File: src/fetch_riscv_pkg.sv
// ISA-level widths and instruction encoding constants used across the fetch blocks
package fetch_riscv_pkg;

    // Base integer register and address width
    localparam int XLEN = 32;

    // Instructions are word aligned without the C extension
    localparam int BYTE_OFFSET_W = 2;

    // PC held in word units drops the byte offset bits
    localparam int PC_WORD_W = XLEN - BYTE_OFFSET_W;

    // Width of the low encoding field of an instruction
    localparam int LEN_FIELD_W = 2;

    // Low field value for a standard 32-bit encoding
    localparam logic [LEN_FIELD_W-1:0] OPCODE_LEN32 = 2'b11;

    // One data or instruction word
    typedef logic [XLEN-1:0] word_t;

    // Byte address as seen by the memory side
    typedef logic [XLEN-1:0] vaddr_t;

    // Program counter in word units
    typedef logic [PC_WORD_W-1:0] pc_word_t;

endpackage : fetch_riscv_pkg
File: src/fetch_core_pkg.sv
// Core configuration constants for reset PC and instruction memory sizing
package fetch_core_pkg;

    // First fetch after reset goes to word 0x10
    // Byte address 0x40
    localparam fetch_riscv_pkg::pc_word_t RESET_PC_WORD = 30'h10;

    // Instruction memory capacity in words
    localparam int IMEM_DEPTH_WORDS = 256;

    // Index width follows from the depth
    localparam int IMEM_INDEX_W = $clog2(IMEM_DEPTH_WORDS);

    // Word index into the instruction memory
    // Higher address bits alias onto the same entries
    typedef logic [IMEM_INDEX_W-1:0] imem_index_t;

endpackage : fetch_core_pkg

File: src/fetch_stage1.sv
// Fetch stage 1 holding the word PC, choosing the next PC and issuing memory reads
module fetch_stage1 (
    input  logic                      clk,
    input  logic                      rst_n,

    // Redirect from a later stage
    input  logic                      pc_load_en,
    input  fetch_riscv_pkg::pc_word_t pc_load_val,

    // Hazard levels
    input  logic                      flush,
    input  logic                      stall,

    // Read request to instruction memory
    output logic                      req_valid,
    output fetch_riscv_pkg::vaddr_t   req_addr,

    // PC of the word now on memory rdata
    output logic                      f1_to_f2_valid,
    output fetch_riscv_pkg::pc_word_t f1_to_f2_pc_word
);
    import fetch_riscv_pkg::*;
    import fetch_core_pkg::*;

    logic     init;
    pc_word_t pc_word_q;
    pc_word_t next_seq_pc_word;
    pc_word_t next_pc_word;
    pc_word_t fetch_pc_word;

    // Init flag covers the first request after reset
    // Memory output is not yet meaningful then
    always_ff @(posedge clk) begin
        if (!rst_n) begin
            init <= 1'b1;
        end else if (!stall) begin
            init <= 1'b0;
        end
    end

    // Sequential step and redirect select
    always_comb begin
        next_seq_pc_word = pc_word_q + pc_word_t'(1);
        if (pc_load_en) begin
            next_pc_word = pc_load_val;
        end else begin
            next_pc_word = next_seq_pc_word;
        end
    end

    // Re-request the held PC while stalled or during init
    // so that memory output and PC stay paired
    always_comb begin
        if (stall || init) begin
            fetch_pc_word = pc_word_q;
        end else begin
            fetch_pc_word = next_pc_word;
        end
    end

    // PC follows the requested address
    // Next cycle the PC names the word on rdata
    always_ff @(posedge clk) begin
        if (!rst_n) begin
            pc_word_q <= RESET_PC_WORD;
        end else begin
            pc_word_q <= fetch_pc_word;
        end
    end

    // Read enable ignores flush so a redirect target is still fetched
    assign req_valid = !stall;
    assign req_addr  = {fetch_pc_word, {BYTE_OFFSET_W{1'b0}}};

    // Flush only drops the slot handed to stage 2
    assign f1_to_f2_valid   = !stall && !flush && !init;
    assign f1_to_f2_pc_word = pc_word_q;

    // PC frozen across a stalled edge
    a_stall_pc_hold: assert property (@(posedge clk) disable iff (!rst_n)
        stall |=> (pc_word_q == $past(pc_word_q)))
        else $error("fetch_stage1 PC moved during stall");

endmodule : fetch_stage1

File: config.mk
export PLATFORM = sky130hd
export DESIGN_NAME = fetch_stage1
export DESIGN_NICKNAME = d
export VERILOG_FILES = /design/src/fetch_riscv_pkg.sv /design/src/fetch_core_pkg.sv /design/src/fetch_stage1.sv
export SDC_FILE = /design/constraint.sdc
export NUM_CORES = 1
export LEC_CHECK = 0
export BUFFER_PORTS_ARGS = -buffer_cell sky130_fd_sc_hd__buf_4
export CAP_MARGIN = 0
export CORE_MARGIN = 2
export CORE_UTILIZATION = 47
export CTS_BUF_LIST = sky130_fd_sc_hd__clkbuf_16
export CTS_CLUSTER_DIAMETER = 120
export CTS_CLUSTER_SIZE = 16
export DETAILED_ROUTE_END_ITERATION = 10
export PLACE_DENSITY = 0.81
export SETUP_SLACK_MARGIN = 0.15
export SLEW_MARGIN = 15
export SYNTH_ARGS = -nofsm -noshare
export SYNTH_HDL_FRONTEND = slang
export SYNTH_SLANG_ARGS = --single-unit
File: constraint.sdc
create_clock -name clk -period 2.7 [get_ports clk]
set_clock_uncertainty 0.2 [all_clocks]
set_input_delay 0.27 -clock clk [delete_from_list [all_inputs] [get_ports clk]]
set_output_delay 0.27 -clock clk [all_outputs]
set_load 0.05 [all_outputs]
==> reports/results.tsv <==
metric	value	unit
status	completed	
Fill cells	349	
WP data required	2.23	ns
max_cap viols	0	
CTS tree	built	
pin count of the biggest net entering global routing	29	
Setup Viol. Count Final	0	
Core ar.	4350	um^2
Post-Syn Area per Cell	7.33	um^2
commonest non-fill, non-tap cell in the layout	buf_4	
PD cells	453	nW/um^2
grt ovf	0	
Setup crit start kind	flop	
Vias per Instance	6.11	
Slew @ Worst Pin	0.590	ns
CTS Sinks	31	
Slew Limit Fails	0	
RSZ-0062 raised after global routing	yes	
Multi-input gate area	1530	um^2
Buffers & Inverters on Critical Path	1	
final hold viol count	0	
Synth area leader	dfxtp_1	
initial core utilization	0.488	
final worst slack	0.146	ns
Synth Register Bits	31	
fin nets	425	
Sum Neg Setup Slack	0	ns
Top FF cell, synth	dfxtp_1	
initial antenna violation count	0	
clk_lat worst skew	0.28	ns
R2R depth	6	
Levels on crit path	6	
clock buffer depth	2	
R2R setup slack	0.67	ns
Worst setup EP type	primary output	
1st-pass router iterations	5	
fmax	0.392	GHz
RR Endpoint	f1_to_f2_pc_word[18]	
Crit Path Class	flop to primary output	
H-Tree Depth	2	
Mapped Cells	290	
worst r2r src	f1_to_f2_pc_word[0]	
row count	24	
via count	2702	
Final Core Density	0.753	
Final min period	2.55	ns
VDD IR max	315	uV
Worst-path clk slew	0.05	ns
detailed-route wire length	7370	um
I/O Buffers	96	
CTS Root Cell	clkbuf_16	
final worst path period share	0.946	
CP Launch Point	f1_to_f2_pc_word[3]	
Worst path slowest cell	dfxtp_2	
Worst Path Arrival	2.08	ns
Hold Crit Class	input pin to flop	
FFs w/ async S/R, synth	0	
first-pass GRT wire length	11300	um
ANT nets after route	0	
Pleak	1.41	nW
gpl congestion	0.837	
largest stage delay on the critical path	0.41	ns
most frequent cells in the layout	buf_4 (111), nand2_1 (27), and2_1 (21), nor2_1 (16), nor3_1 (15)	
CP Capture Point	req_addr[27]	
Synth area leaders	dfxtp_1 (29%), and2_1 (6.2%), nand2_1 (5.1%), o21ai_0 (4.7%), nor3_1 (3.8%)	
crit-path max FO	10	
Post-DP HPWL	5160	um
CP Cell Sequence	and4_4, and4bb_4, and3_1, mux2i_1, nand2_1, buf_4	
slew margin rel.	0.605	
Cell variety after synth	49	
Post-synth EDFFs	0	
Crit path max-delay family	simple AND/OR/NAND/NOR gates	
synthesis-to-finish area growth	54.3	%
io pins	99	
sequential element share of the synthesized area	0.292	
n_diodes	0	
routed len/inst	16.7	um
vias in the first global route	2412	
cts bufs inserted	5	
synth warn	0	
Die Y	71.2	um
Iter 0 DRT Violations	299	
register area	664	um^2
layout cells sized above 1	0.423	
DRC Markers	0	
Die X-Extent	71.2	um
Synth top area share	0.292	
Die ar.	5070	um^2
Post-Syn Area	2120	um^2
dpl ws	0.135	ns
total track usage	0.276	
metal layers:
metal	wire length [um]	global-route usage	up-vias
met5	0	0	-
met4	154	0.0776	0
met3	704	0.0619	22
met2	3440	0.458	161
met1	3070	0.362	1239
li1	-	-	1280
worst register-to-register path, delay by kind of cell, from the launching register on:
family	cells	cell delay [ns]
fa+ha+maj	1	0.15
flops	1	0.38
compound gates	1	0.33
simple gates	4	0.86
cells in the mapped netlist, types with 2 or more instances:
library cell  instances
or4_1                 2
and4_1                6
a2bb2oi_1             2
a22oi_1               8
buf_4                 2
o211ai_1              3
a31oi_1               7
nand3_1              13
nor4_1                6
nor3_1               16
a311oi_1              5
o22ai_1               4
or2_0                 2
and2_1               21
inv_1                 6
a21oi_1              14
o311ai_0              2
nand4_1               8
clkbuf_1             17
or2_2                 3
dfxtp_1              31
nand2_1              29
a211oi_1              2
or3_1                 3
nor2_1               19
o21ai_0              20
nor2b_1               2
nand2b_1              3
mux2i_1               5
buf_2                 2
and3_1                9
flip-flops by register name (all words and copies together), names as in the netlist:
name and flops:
f1_to_f2_pc_word 30, init 1
how the worst min path moves through the flow:
| stage | cells past startpoint | from | slack, ns | end |
|---|---|---|---|---|
| 2_1_floorplan | 2 | stall | 0.18 | init |
| 3_5_place_dp | 2 | init | 0.26 | init |
| 5_1_grt | 3 | stall | 0.04 | init |
| 6_report | 3 | stall | 0.03 | init |
| 4_1_cts | 3 | stall | 0.02 | init |
| 3_3_place_gp | 2 | init | 0.25 | init |
stage by stage:
| step | hold slack [ns] | instance area [um^2] | total power, mW | std cells |
|---|---|---|---|---|
| after global placement | 0.251 | 3000 | 0.952 | 424 |
| after floorplan | 0.181 | 2250 | 0.809 | 291 |
| after detailed placement | 0.259 | 3000 | 0.957 | 424 |
| after global routing | 0.0444 | 3280 | 1.54 | 442 |
| after CTS | 0.0242 | 3170 | 1.49 | 433 |
| final | 0.0296 | 3280 | 1.49 | 442 |
repair_timing:
item                                    CTS  global route
hold buffers                              0             0
pin swaps                                 2             2
endpoints found under the setup margin    7            12
resized for setup                         9            16
cloned                                    0             0
buffers inserted                          1             9
cells by family after synthesis:
family / synth area share
AO/OA/AOI/OAI: 0.234
other: 0.00177
adder cells (fa/ha/maj): 0.00589
AND/OR/NAND/NOR: 0.388
multiplexers: 0.0236
flip-flops: 0.292
buffers and inverters: 0.0542
cell type report:
class,instances,area share
Sequential cell,31,0.203
Clock inverter,3,0.00382
Clock buffer,5,0.0382
Multi-Input combinational cell,232,0.468
Tap cell,52,0.0198
Inverter,6,0.00687
Timing Repair Buffer,113,0.261
power by group:
group | internal [mW] | leakage (nW) | total, mW | switching, mW
Combinational | 0.152 | 1.07 | 0.451 | 0.299
Clock | 0.333 | 0.0762 | 0.531 | 0.199
Sequential | 0.473 | 0.262 | 0.504 | 0.0302
No activity file was read; power rests on OpenSTA's default activity.
