--- src/fetch_riscv_pkg.sv ---
// ISA-level widths and instruction encoding constants used across the fetch blocks
package fetch_riscv_pkg;

    // Base integer register and address width
    localparam int XLEN = 32;

    // Instructions are word aligned without the C extension
    localparam int BYTE_OFFSET_W = 2;

    // PC held in word units drops the byte offset bits
    localparam int PC_WORD_W = XLEN - BYTE_OFFSET_W;

    // Width of the low encoding field of an instruction
    localparam int LEN_FIELD_W = 2;

    // Low field value for a standard 32-bit encoding
    localparam logic [LEN_FIELD_W-1:0] OPCODE_LEN32 = 2'b11;

    // One data or instruction word
    typedef logic [XLEN-1:0] word_t;

    // Byte address as seen by the memory side
    typedef logic [XLEN-1:0] vaddr_t;

    // Program counter in word units
    typedef logic [PC_WORD_W-1:0] pc_word_t;

endpackage : fetch_riscv_pkg
--- src/fetch_stage2.sv ---
// Fetch stage 2 pairing returned words with their PC and registering them for decode
module fetch_stage2 (
    input  logic                      clk,
    input  logic                      rst_n,

    // Back-pressure from decode
    input  logic                      stall,

    // From fetch stage 1
    input  logic                      f1_to_f2_valid,
    input  fetch_riscv_pkg::pc_word_t f1_to_f2_pc_word,

    // From instruction memory
    input  fetch_riscv_pkg::word_t    rdata,

    // To decode
    output logic                      instr_valid,
    output fetch_riscv_pkg::word_t    instr,
    output fetch_riscv_pkg::vaddr_t   instr_pc,
    output logic                      instr_illegal
);
    import fetch_riscv_pkg::*;

    logic   valid_q;
    word_t  instr_q;
    vaddr_t pc_q;
    logic   illegal_q;
    vaddr_t pc_byte;
    logic   not_len32;

    // Byte form of the incoming PC
    assign pc_byte = {f1_to_f2_pc_word, {BYTE_OFFSET_W{1'b0}}};

    // Compressed or reserved encodings are not supported
    assign not_len32 = (rdata[LEN_FIELD_W-1:0] != OPCODE_LEN32);

    // Valid bit is the only control state
    always_ff @(posedge clk) begin
        if (!rst_n) begin
            valid_q <= 1'b0;
        end else if (!stall) begin
            valid_q <= f1_to_f2_valid;
        end
    end

    // Payload captured on every unstalled edge
    always_ff @(posedge clk) begin
        if (!stall) begin
            instr_q   <= rdata;
            pc_q      <= pc_byte;
            illegal_q <= not_len32;
        end
    end

    assign instr_valid   = valid_q;
    assign instr         = instr_q;
    assign instr_pc      = pc_q;
    assign instr_illegal = illegal_q;

    // Decode sees a frozen slot across a stalled edge
    a_stall_hold: assert property (@(posedge clk) disable iff (!rst_n)
        stall |=> $stable(instr_valid) && $stable(instr) && $stable(instr_pc))
        else $error("fetch_stage2 output changed during stall");

endmodule : fetch_stage2

--- config.mk ---
export PLATFORM = sky130hd
export DESIGN_NAME = fetch_stage2
export DESIGN_NICKNAME = d
export VERILOG_FILES = /design/src/fetch_riscv_pkg.sv /design/src/fetch_stage2.sv
export SDC_FILE = /design/constraint.sdc
export NUM_CORES = 1
export LEC_CHECK = 0
export BUFFER_PORTS_ARGS = -buffer_cell sky130_fd_sc_hd__buf_2
export CORE_UTILIZATION = 40
export CTS_CLUSTER_SIZE = 30
export DETAILED_ROUTE_END_ITERATION = 16
export GPL_ROUTABILITY_DRIVEN = 0
export HOLD_SLACK_MARGIN = 0.15
export PLACE_DENSITY_LB_ADDON = 0.05
export SLEW_MARGIN = 20
export SYNTH_ARGS = -nofsm -noshare
export SYNTH_HDL_FRONTEND = slang
export SYNTH_SLANG_ARGS = --single-unit
--- constraint.sdc ---
create_clock -name clk -period 2 [get_ports clk]
set_input_delay 0 -clock clk [delete_from_list [all_inputs] [get_ports clk]]
set_output_delay 0 -clock clk [all_outputs]
set_load 0.05 [all_outputs]
==> flow_summary.toml, run 1 <==
[setup_path]
critPathCaptureType = "flip-flop"
critical_path_required_ns = 2.20
worst_reg2reg_path_startpoint = "instr_valid"
cpMaxStageDelayCell = "dlygate4sd3_1"
path_class = "flip-flop to flip-flop"
cp_max_fo = 2
worstPathCellList = "mux2i_1 -> nor2b_1 -> dlygate4sd3_1"
critPathLaunch = "instr_valid"
reg2reg_depth = 3
setup.worst_path.start_class = "flip-flop"
crit_path_max_incr_delay_ns = 0.56
cp.arrival_ns = 1.42

[cts]
post_cts.resized_instances = 0
clock_path_buffers = 2
clock_insertion_delay_worst_skew_ns = 0.31
cts-buffers-inserted = 9
post_cts.repair.setup_buffers = 0
clk_pin_slew_ns = 0.06
cts_max_level = 3
tritoncts = "built"
clockRootBuffer = "clkbuf_8"
cts.sink_count = 64

[route]
routed_wire_length_per_instance_um = 12.8
overall_via_count_from_detail_route = 1436
post_drt_via_cell_ratio = 4.13
firstDrtPassIters = 4
route.final.wire_length_um = 4450
drcViolationCount = 0
postRouteAntennaNets = 0
drtIter0Drc = 52

[layout]
number_of_nets_in_the_layout = 342
antennaDiodeCount = 0
drive_above_1_share_pct = 51.2
post-route-util_pct = 73.7
layout.area.seq_um2 = 1910
nFillCells = 322
multi_input_logic_area_um2 = 27.5
final_cell_area_um2 = 3480
top_library_cells_by_usage_in_the_layout_fill_and_taps_aside = "buf_2 (129), dlygate4sd3_1 (64), edfxtp_1 (63), clkbuf_8 (9)"
areaGrowthSynthToFinish_pct = 78.2
final_common_cell = "buf_2"

[global_route]
globalRouteOverflowTotal = 0
global_route_wire_length_before_repair_um = 6610
grtUsageTotal_pct = 18.0
antenna_found_initial = 0
maximum_number_of_pins_on_one_net_before_global_route_repair = 37
grt_pass1_vias = 1471

[power]
switching_share_pct = 29.4
power.share.clock_pct = 27.4
power_leakage_nw = 1.52
seqPwrFrac_pct = 51.5
power.switching_mw = 0.921
intPower_mw = 2.22
vdd.ir_drop.worst_mv = 0.668
pwr-share-comb_pct = 21.2
power_per_cell_area_nw_per_um2 = 901

[status]
status = "finished, final reports clean"

[sta]
setup_ws_ns = 0.778
finalMaxSlewViolations = 0
rsz0062_at_grt = "no"
fmax_mhz = 818
clock-skew-final_ns = 0
post-route-min-period_ns = 1.22
min_period_over_period_pct = 61.1
final_count_of_hold_timing_violations = 0
setup-tns-final_ns = 0
finalSetupViolCount = 0
hold_slack_ns = 0.272

[floorplanning]
dieHeight_um = 71.9
start_util_pct = 41.4
core.rowCount = 25
floorplan.core_area_um2 = 4720
top_level_ports = 132
chipWidth_um = 71.9
die-area_um2 = 5170

[place]
io_buffers = 129
placed_area_um2 = 2690
dpl_worst_slack_ns = 1.05
place_hpwl_um = 2610

[synth]
count_of_state_elements_after_synthesis = 64
netlist_area_um2 = 1950
synthesis_warning_total = 0
synth_area_per_cell_um2 = 27.5
synth_seq_area_share_pct = 97.8
synthDistinctLibCells = 8
instance_count_of_the_mapped_netlist = 71

[hold_path]
worst_hold_startpoint = "stall"
hold_path_depth = 3
timing.hold.worst.class = "input port to flip-flop"

[run]
maxCapViolations = 0
## worst paths after layout
check	end	slack (ns)
min reg2reg	instr_valid	1.15
max reg2reg	instr_valid	0.78
max	instr_valid	0.78
min	instr[29]	0.27
## power by group through the flow
stage	sequential [mW]	clock (mW)	combinational [mW]
5_1_grt	1.62	0.950	0.690
2_1_floorplan	2.02	0	0.0310
6_report	1.61	0.859	0.665
3_5_place_dp	1.64	0	0.567
4_1_cts	1.62	0.887	0.664
3_3_place_gp	1.64	0	0.563
## cell type report
| class | instances | area share (%) |
|---|---|---|
| sequential | 64 | 54.9 |
| timing repair buffer | 195 | 37.4 |
| clock buffer | 10 | 3.67 |
| tap | 67 | 2.41 |
| multi-input combinational | 5 | 0.791 |
| clock inverter | 6 | 0.755 |
| inverter | 1 | 0.108 |
## logic make-up after synthesis
family,count (synthesis),share of synthesized area [%]
other cells,1,0.192
mux,1,0.512
buf+inv,3,0.960
flops,64,97.8
simple gates,2,0.512
## stage by stage
| stage | std cells | total power, mW |
|---|---|---|
| after floorplan | 72 | 2.05 |
| after global placement | 268 | 2.20 |
| after detailed placement | 268 | 2.21 |
| after CTS | 348 | 3.17 |
| after global routing | 348 | 3.26 |
| final | 348 | 3.14 |
## repair_timing
action	4_1_cts	5_1_grt
hold endpoints to repair	64	0
endpoints found under the setup margin	0	0
hold buffers	64	0
## cells in the mapped netlist (all sizes together)
master	count	share of area, %
edfxtp	63	97
buf	2	0.77
conb	1	0.19
dfxtp	1	1.0
inv	1	0.19
mux2i	1	0.51
nand2	1	0.19
nor2b	1	0.32
## sequential cells by signal, summed over array words and instances (netlist names)
| signal | cells |
|---|---|
| instr_pc | 30 |
| instr | 32 |
| instr_valid | 1 |
| instr_illegal | 1 |
## layer usage
| layer | global-route usage, % | up-vias | routed length (um) |
|---|---|---|---|
| met5 | 0 | - | 0 |
| met4 | 8.50 | 0 | 44 |
| met3 | 6.25 | 6 | 309 |
| met2 | 32.2 | 73 | 2440 |
| met1 | 18.9 | 671 | 1660 |
| li1 | - | 686 | - |
## critical path: cells and delay by family, from the launching register on
kind | cells | cell delay (ns)
and+or+nand+nor | 1 | 0.07
buffers and inverters | 1 | 0.56
muxes | 1 | 0.16
DFF | 1 | 0.31
Power figures use the tool's default switching activity.
==> run 2: changes to the inputs <==
--- a/config.mk
+++ b/config.mk
@@ -5,8 +5,9 @@
 export SDC_FILE = /design/constraint.sdc
 export NUM_CORES = 1
 export LEC_CHECK = 0
+export ABC_AREA = 1
 export BUFFER_PORTS_ARGS = -buffer_cell sky130_fd_sc_hd__buf_2
-export CORE_UTILIZATION = 40
+export CORE_UTILIZATION = 37
 export CTS_CLUSTER_SIZE = 30
 export DETAILED_ROUTE_END_ITERATION = 16
 export GPL_ROUTABILITY_DRIVEN = 0
==> constraint.sdc (replaced) <==
create_clock -name clk -period 1 [get_ports clk]
set_input_delay 0 -clock clk [delete_from_list [all_inputs] [get_ports clk]]
set_output_delay 0 -clock clk [all_outputs]
set_load 0.05 [all_outputs]
==> flow_summary.toml, run 2 <==
[synth]
synthesis_warning_total = 0
post_synth_most_frequent_cells = "edfxtp_1 (63), nand2_1 (3), buf_4 (2), inv_1 (2)"
synth_most_common_cell = "edfxtp_1"
dominantRegCellSynth = "edfxtp_1"
ys_top_cells_by_area = "edfxtp_1 (97%), dfxtp_1 (1.0%), buf_4 (0.77%)"
netlist.top_cell.by_area = "edfxtp_1"
netlist_area_um2 = 1960
synthDistinctLibCells = 8
synth_seq_area_share_pct = 97.6
netlist.area_leader.share_pct = 96.6
ys_async_sr_fraction_pct = 0
synth_area_per_cell_um2 = 26.5
instance_count_of_the_mapped_netlist = 74
count_of_flip_flops_with_a_built_in_enable_after_synthesis = 63
count_of_state_elements_after_synthesis = 64

[sta]
finalSetupViolCount = 3
setup_ws_ns = -0.000212
fmax_mhz = 1000
min_period_over_period_pct = 100
rsz0062_at_grt = "yes"
final_count_of_hold_timing_violations = 0
finalMaxSlewViolations = 0
clock-skew-final_ns = 0
post-route-min-period_ns = 1.00

[layout]
nFillCells = 364
post-route-util_pct = 69.7
number_of_nets_in_the_layout = 346
drive_above_1_share_pct = 51.9
final_common_cell = "buf_2"
areaGrowthSynthToFinish_pct = 81.7
antennaDiodeCount = 0
largest_register_ffs = 32
top_library_cells_by_usage_in_the_layout_fill_and_taps_aside = "buf_2 (129), dlygate4sd3_1 (65), edfxtp_1 (63), clkbuf_8 (12)"

[global_route]
antenna_found_initial = 0
global_route_wire_length_before_repair_um = 6130
grtUsageTotal_pct = 15.9
globalRouteOverflowTotal = 0
grt_pass1_vias = 1477
maximum_number_of_pins_on_one_net_before_global_route_repair = 36

[setup_path]
cp_max_fo = 35
critPathLaunch = "stall"
cpMaxStageDelayCell = "dlygate4sd3_1"
worst_reg2reg_path_startpoint = "instr_valid"
crit_path_max_incr_delay_ns = 0.53
path_class = "input port to flip-flop"
cp.arrival_ns = 1.01
critical_path_required_ns = 1.01
worstPathCellList = "dlygate4sd3_1 -> buf_2 -> clkinvlp_4 -> buf_12"
setup.worst_path.start_class = "input port"
setup.reg_to_reg.worst_slack_ns = 0.39
reg2reg_depth = 4
timing.critical_path.to = "instr[28]"
worst_r2r_endpoint = "instr_valid"
critPathCaptureType = "flip-flop"

[route]
postRouteAntennaNets = 0
firstDrtPassIters = 4
drcViolationCount = 0
routed_met3_length_um = 310
route.final.wire_length_um = 4340
highest_metal_layer_used_by_the_detailed_router = "met4"
overall_via_count_from_detail_route = 1468
detail_route.wirelength.met1_um = 1450
drtIter0Drc = 54
post_drt_via_cell_ratio = 4.14
routed_wire_length_per_instance_um = 12.2
route.met2.wl_um = 2480

[power]
power_leakage_nw = 1.54
power_per_cell_area_nw_per_um2 = 1840
vdd.ir_drop.worst_mv = 0.942
totalPowerFinal_mw = 6.55

[cts]
tritoncts = "built"
clockRootBuffer = "clkbuf_8"
post_cts.resized_instances = 0
cts_max_level = 3
clock_insertion_delay_worst_skew_ns = 0.32
cts.sink_count = 64
clock_path_buffers = 2
clk_pin_slew_ns = 0.06
cts-buffers-inserted = 9

[hold_path]
timing.hold.worst.class = "input port to flip-flop"
worst_hold_startpoint = "f1_to_f2_pc_word[11]"

[floorplanning]
core.rowCount = 26
floorplan.core_area_um2 = 5110
die-area_um2 = 5590
dieHeight_um = 74.8
top_level_ports = 132
chipWidth_um = 74.8
start_util_pct = 38.4

[run]
maxCapViolations = 0

[status]
status = "finished with violations"
failed_checks = "negative setup slack"

[place]
io_buffers = 129
dpl_worst_slack_ns = 0.219
## run 2: cell types whose count changed after synthesis
| cell | delta |
|---|---|
| nor2_1 | +1 |
| nand2_1 | +2 |
| nor2b_1 | -1 |
| nor2_2 | +1 |
| mux2i_1 | -1 |
| inv_1 | +1 |
## run 2: layer usage
layer  up-vias  GRT usage [%]
met4         0           12.4
met3        12           5.35
met5         -              0
met1       681           13.9
met2        81           29.2
li1        694              -
## run 2: worst max-delay path: cells and delay by family
kind                   cells  cell delay, ns
buffers and inverters      4            1.00
## run 2: cell type report
class / instances / area, um^2 / share of cell area, %
inverters: 2 / 11.3 / 0.316
well taps: 70 / 87.6 / 2.46
repair buffers: 196 / 1340 / 37.5
clock buffers: 13 / 169 / 4.75
clock inverters: 3 / 15.0 / 0.422
flip-flops and latches: 64 / 1910 / 53.7
multi-input cells: 7 / 28.8 / 0.808
## run 2: how the worst min path moves through the flow
| stage | end | slack [ns] | cells past startpoint |
|---|---|---|---|
| after global placement | instr_pc[13] | 0.18 | 1 |
| final | instr_pc[13] | 0.38 | 2 |
| after global routing | instr_pc[13] | 0.37 | 2 |
| after floorplan | instr[0] | 0.1 | 0 |
| after detailed placement | instr_pc[28] | 0.18 | 1 |
| after CTS | instr_pc[19] | 0.36 | 2 |
## run 2: power by group
group          leakage, nW  switching [mW]  total (mW)  internal (mW)
logic                0.820           0.941        1.35          0.407
clock network       0.0992           0.882        1.97           1.09
registers            0.625          0.0498        3.23           3.18
total                 1.54            1.87        6.55           4.68
## run 2: cell families (layout without fill, tap and decap cells)
kind of cell,count (synthesis),count (layout),synth area share (%)
simple gates,5,5,1.09
buf+inv,4,214,1.15
other cells,1,2,0.191
flops,64,64,97.6
## run 2: per-stage QoR
| step | hold slack [ns] | cell area, um^2 | setup TNS, ns | std cells |
|---|---|---|---|---|
| finish | 0.380 | 3560 | -0.000365 | 355 |
| global route | 0.367 | 3560 | -0.0180 | 355 |
| CTS | 0.363 | 3560 | 0 | 355 |
| detailed placement | 0.178 | 2730 | 0 | 274 |
| global placement | 0.177 | 2730 | 0 | 274 |
| floorplan | 0.0989 | 1970 | -16.28 | 75 |
## run 2: what timing repair did
action | in CTS | in global routing
buffers inserted | 0 | 0
endpoints found under the hold margin | 64 | 0
endpoints found under the setup margin | 0 | 4
hold buffers | 65 | 0
==> run 3: changes to the inputs <==
--- a/config.mk
+++ b/config.mk
@@ -6,7 +6,7 @@
 export NUM_CORES = 1
 export LEC_CHECK = 0
 export ABC_AREA = 1
-export BUFFER_PORTS_ARGS = -buffer_cell sky130_fd_sc_hd__buf_2
+export BUFFER_PORTS_ARGS = -buffer_cell sky130_fd_sc_hd__buf_4
 export CORE_UTILIZATION = 37
 export CTS_CLUSTER_SIZE = 30
 export DETAILED_ROUTE_END_ITERATION = 16
==> flow_summary.toml, run 3 (synthesis results as in run 2) <==
[sta]
post-route-min-period_ns = 1.00
finalSetupViolCount = 4
finalMaxSlewViolations = 0
clock-skew-final_ns = 0
fmax_mhz = 999
min_period_over_period_pct = 100
setup-tns-final_ns = -0.00362
setup_ws_ns = -0.00113
rsz0062_at_grt = "no"
final_count_of_hold_timing_violations = 0

[power]
switching_share_pct = 28.5
pwr-share-comb_pct = 23.1
power_per_cell_area_nw_per_um2 = 1730
intPower_mw = 4.79
power.switching_mw = 1.91
power.share.clock_pct = 28.6
power_leakage_nw = 1.65
seqPwrFrac_pct = 48.3
vdd.ir_drop.worst_mv = 1.31

[global_route]
globalRouteOverflowTotal = 0
global_route_wire_length_before_repair_um = 6070
grt_pass1_vias = 1462
grtUsageTotal_pct = 15.7
maximum_number_of_pins_on_one_net_before_global_route_repair = 33
antenna_found_initial = 0

[setup_path]
critical_path_required_ns = 1.02
cp_top_family = "buffers and inverters"
worstSetupPathDepth = 4
critPathCaptureType = "flip-flop"
setup.worst_path.start_class = "input port"
cp.buffers_inverters = 4
cp_max_fo = 32
crit_path_max_incr_delay_ns = 0.54
path_class = "input port to flip-flop"
cp.arrival_ns = 1.02
worstPathCellList = "dlygate4sd3_1 -> buf_4 -> clkinvlp_4 -> buf_12"
cpMaxStageDelayCell = "dlygate4sd3_1"
reg2reg_depth = 4

[floorplanning]
die-area_um2 = 5590
top_level_ports = 132
core.rowCount = 26
start_util_pct = 38.4
dieHeight_um = 74.8
floorplan.core_area_um2 = 5110
chipWidth_um = 74.8

[layout]
finalNonFillerCells = 355
number_of_nets_in_the_layout = 346
top_library_cells_by_usage_in_the_layout_fill_and_taps_aside = "buf_4 (129), dlygate4sd3_1 (65), edfxtp_1 (63), clkbuf_8 (11), clkinv_2 (4)"
largest_register_ffs = 32
drive_above_1_share_pct = 51.9
areaGrowthSynthToFinish_pct = 97.7
final_common_cell = "buf_4"
antennaDiodeCount = 0

[cts]
post_cts.repair.setup_buffers = 0
post_cts.resized_instances = 0
cts-buffers-inserted = 9
cts_max_level = 3
clock_insertion_delay_worst_skew_ns = 0.32
postCtsHoldBufs = 65
clockRootBuffer = "clkbuf_8"
clock_path_buffers = 2
cts.sink_count = 64
tritoncts = "built"
clk_pin_slew_ns = 0.07

[route]
postRouteAntennaNets = 0
routed_wire_length_per_instance_um = 12.8
post_drt_via_cell_ratio = 4.16
route.final.wire_length_um = 4540
drcViolationCount = 0
firstDrtPassIters = 4
drtIter0Drc = 50
overall_via_count_from_detail_route = 1477

[place]
place_hpwl_um = 2860
dpl_worst_slack_ns = 0.238
post-place-cells = 274
io_buffers = 129

[hold_path]
timing.hold.worst.class = "input port to flip-flop"
hold_path_depth = 2

[run]
maxCapViolations = 0

[status]
failed_checks = "negative setup slack"
status = "finished with violations"
## run 3: final timing paths
path / start / endpoint / slack, ns
setup / recovery: stall / instr[28] / -0.001
hold / removal: f1_to_f2_pc_word[29] / instr_pc[31] / 0.39
setup reg to reg: instr_valid / instr_valid / 0.39
hold reg to reg: instr_valid / instr_valid / 0.54
## run 3: per-layer routing
| layer | share of wire, % | global-route usage [%] | up-vias |
|---|---|---|---|
| li1 | - | - | 696 |
| met1 | 33 | 13.9 | 691 |
| met2 | 56 | 29.3 | 80 |
| met3 | 8.5 | 5.62 | 10 |
| met4 | 2.1 | 10.3 | 0 |
| met5 | 0 | 0 | - |
## run 3: power groups by stage
stage                     combinational, mW  clock (mW)  sequential (mW)
after floorplan                      0.0650           0             4.04
after global placement                 1.34           0             3.29
after detailed placement               1.35           0             3.30
after CTS                              1.55        1.97             3.24
after global routing                   1.61        2.09             3.26
final                                  1.55        1.92             3.24
## run 3: area by class of cell
| type | instances | area (um^2) |
|---|---|---|
| clock buffer | 12 | 155 |
| clock inverter | 4 | 20.0 |
| fill | 309 | 1230 |
| inverter | 2 | 11.3 |
| multi-input combinational | 7 | 28.8 |
| sequential | 64 | 1910 |
| tap | 70 | 87.6 |
| timing repair buffer | 196 | 1660 |
## run 3: metrics by stage
stage | util [%] | hold WS [ns] | cell area [um^2] | total power, mW
final | 75.8 | 0.393 | 3870 | 6.70
after floorplan | - | 0.0989 | 1970 | 4.11
after detailed placement | 59.7 | 0.179 | 3050 | 4.64
after global routing | 75.8 | 0.380 | 3870 | 6.95
after CTS | 75.8 | 0.373 | 3870 | 6.77
after global placement | 59.7 | 0.178 | 3050 | 4.62
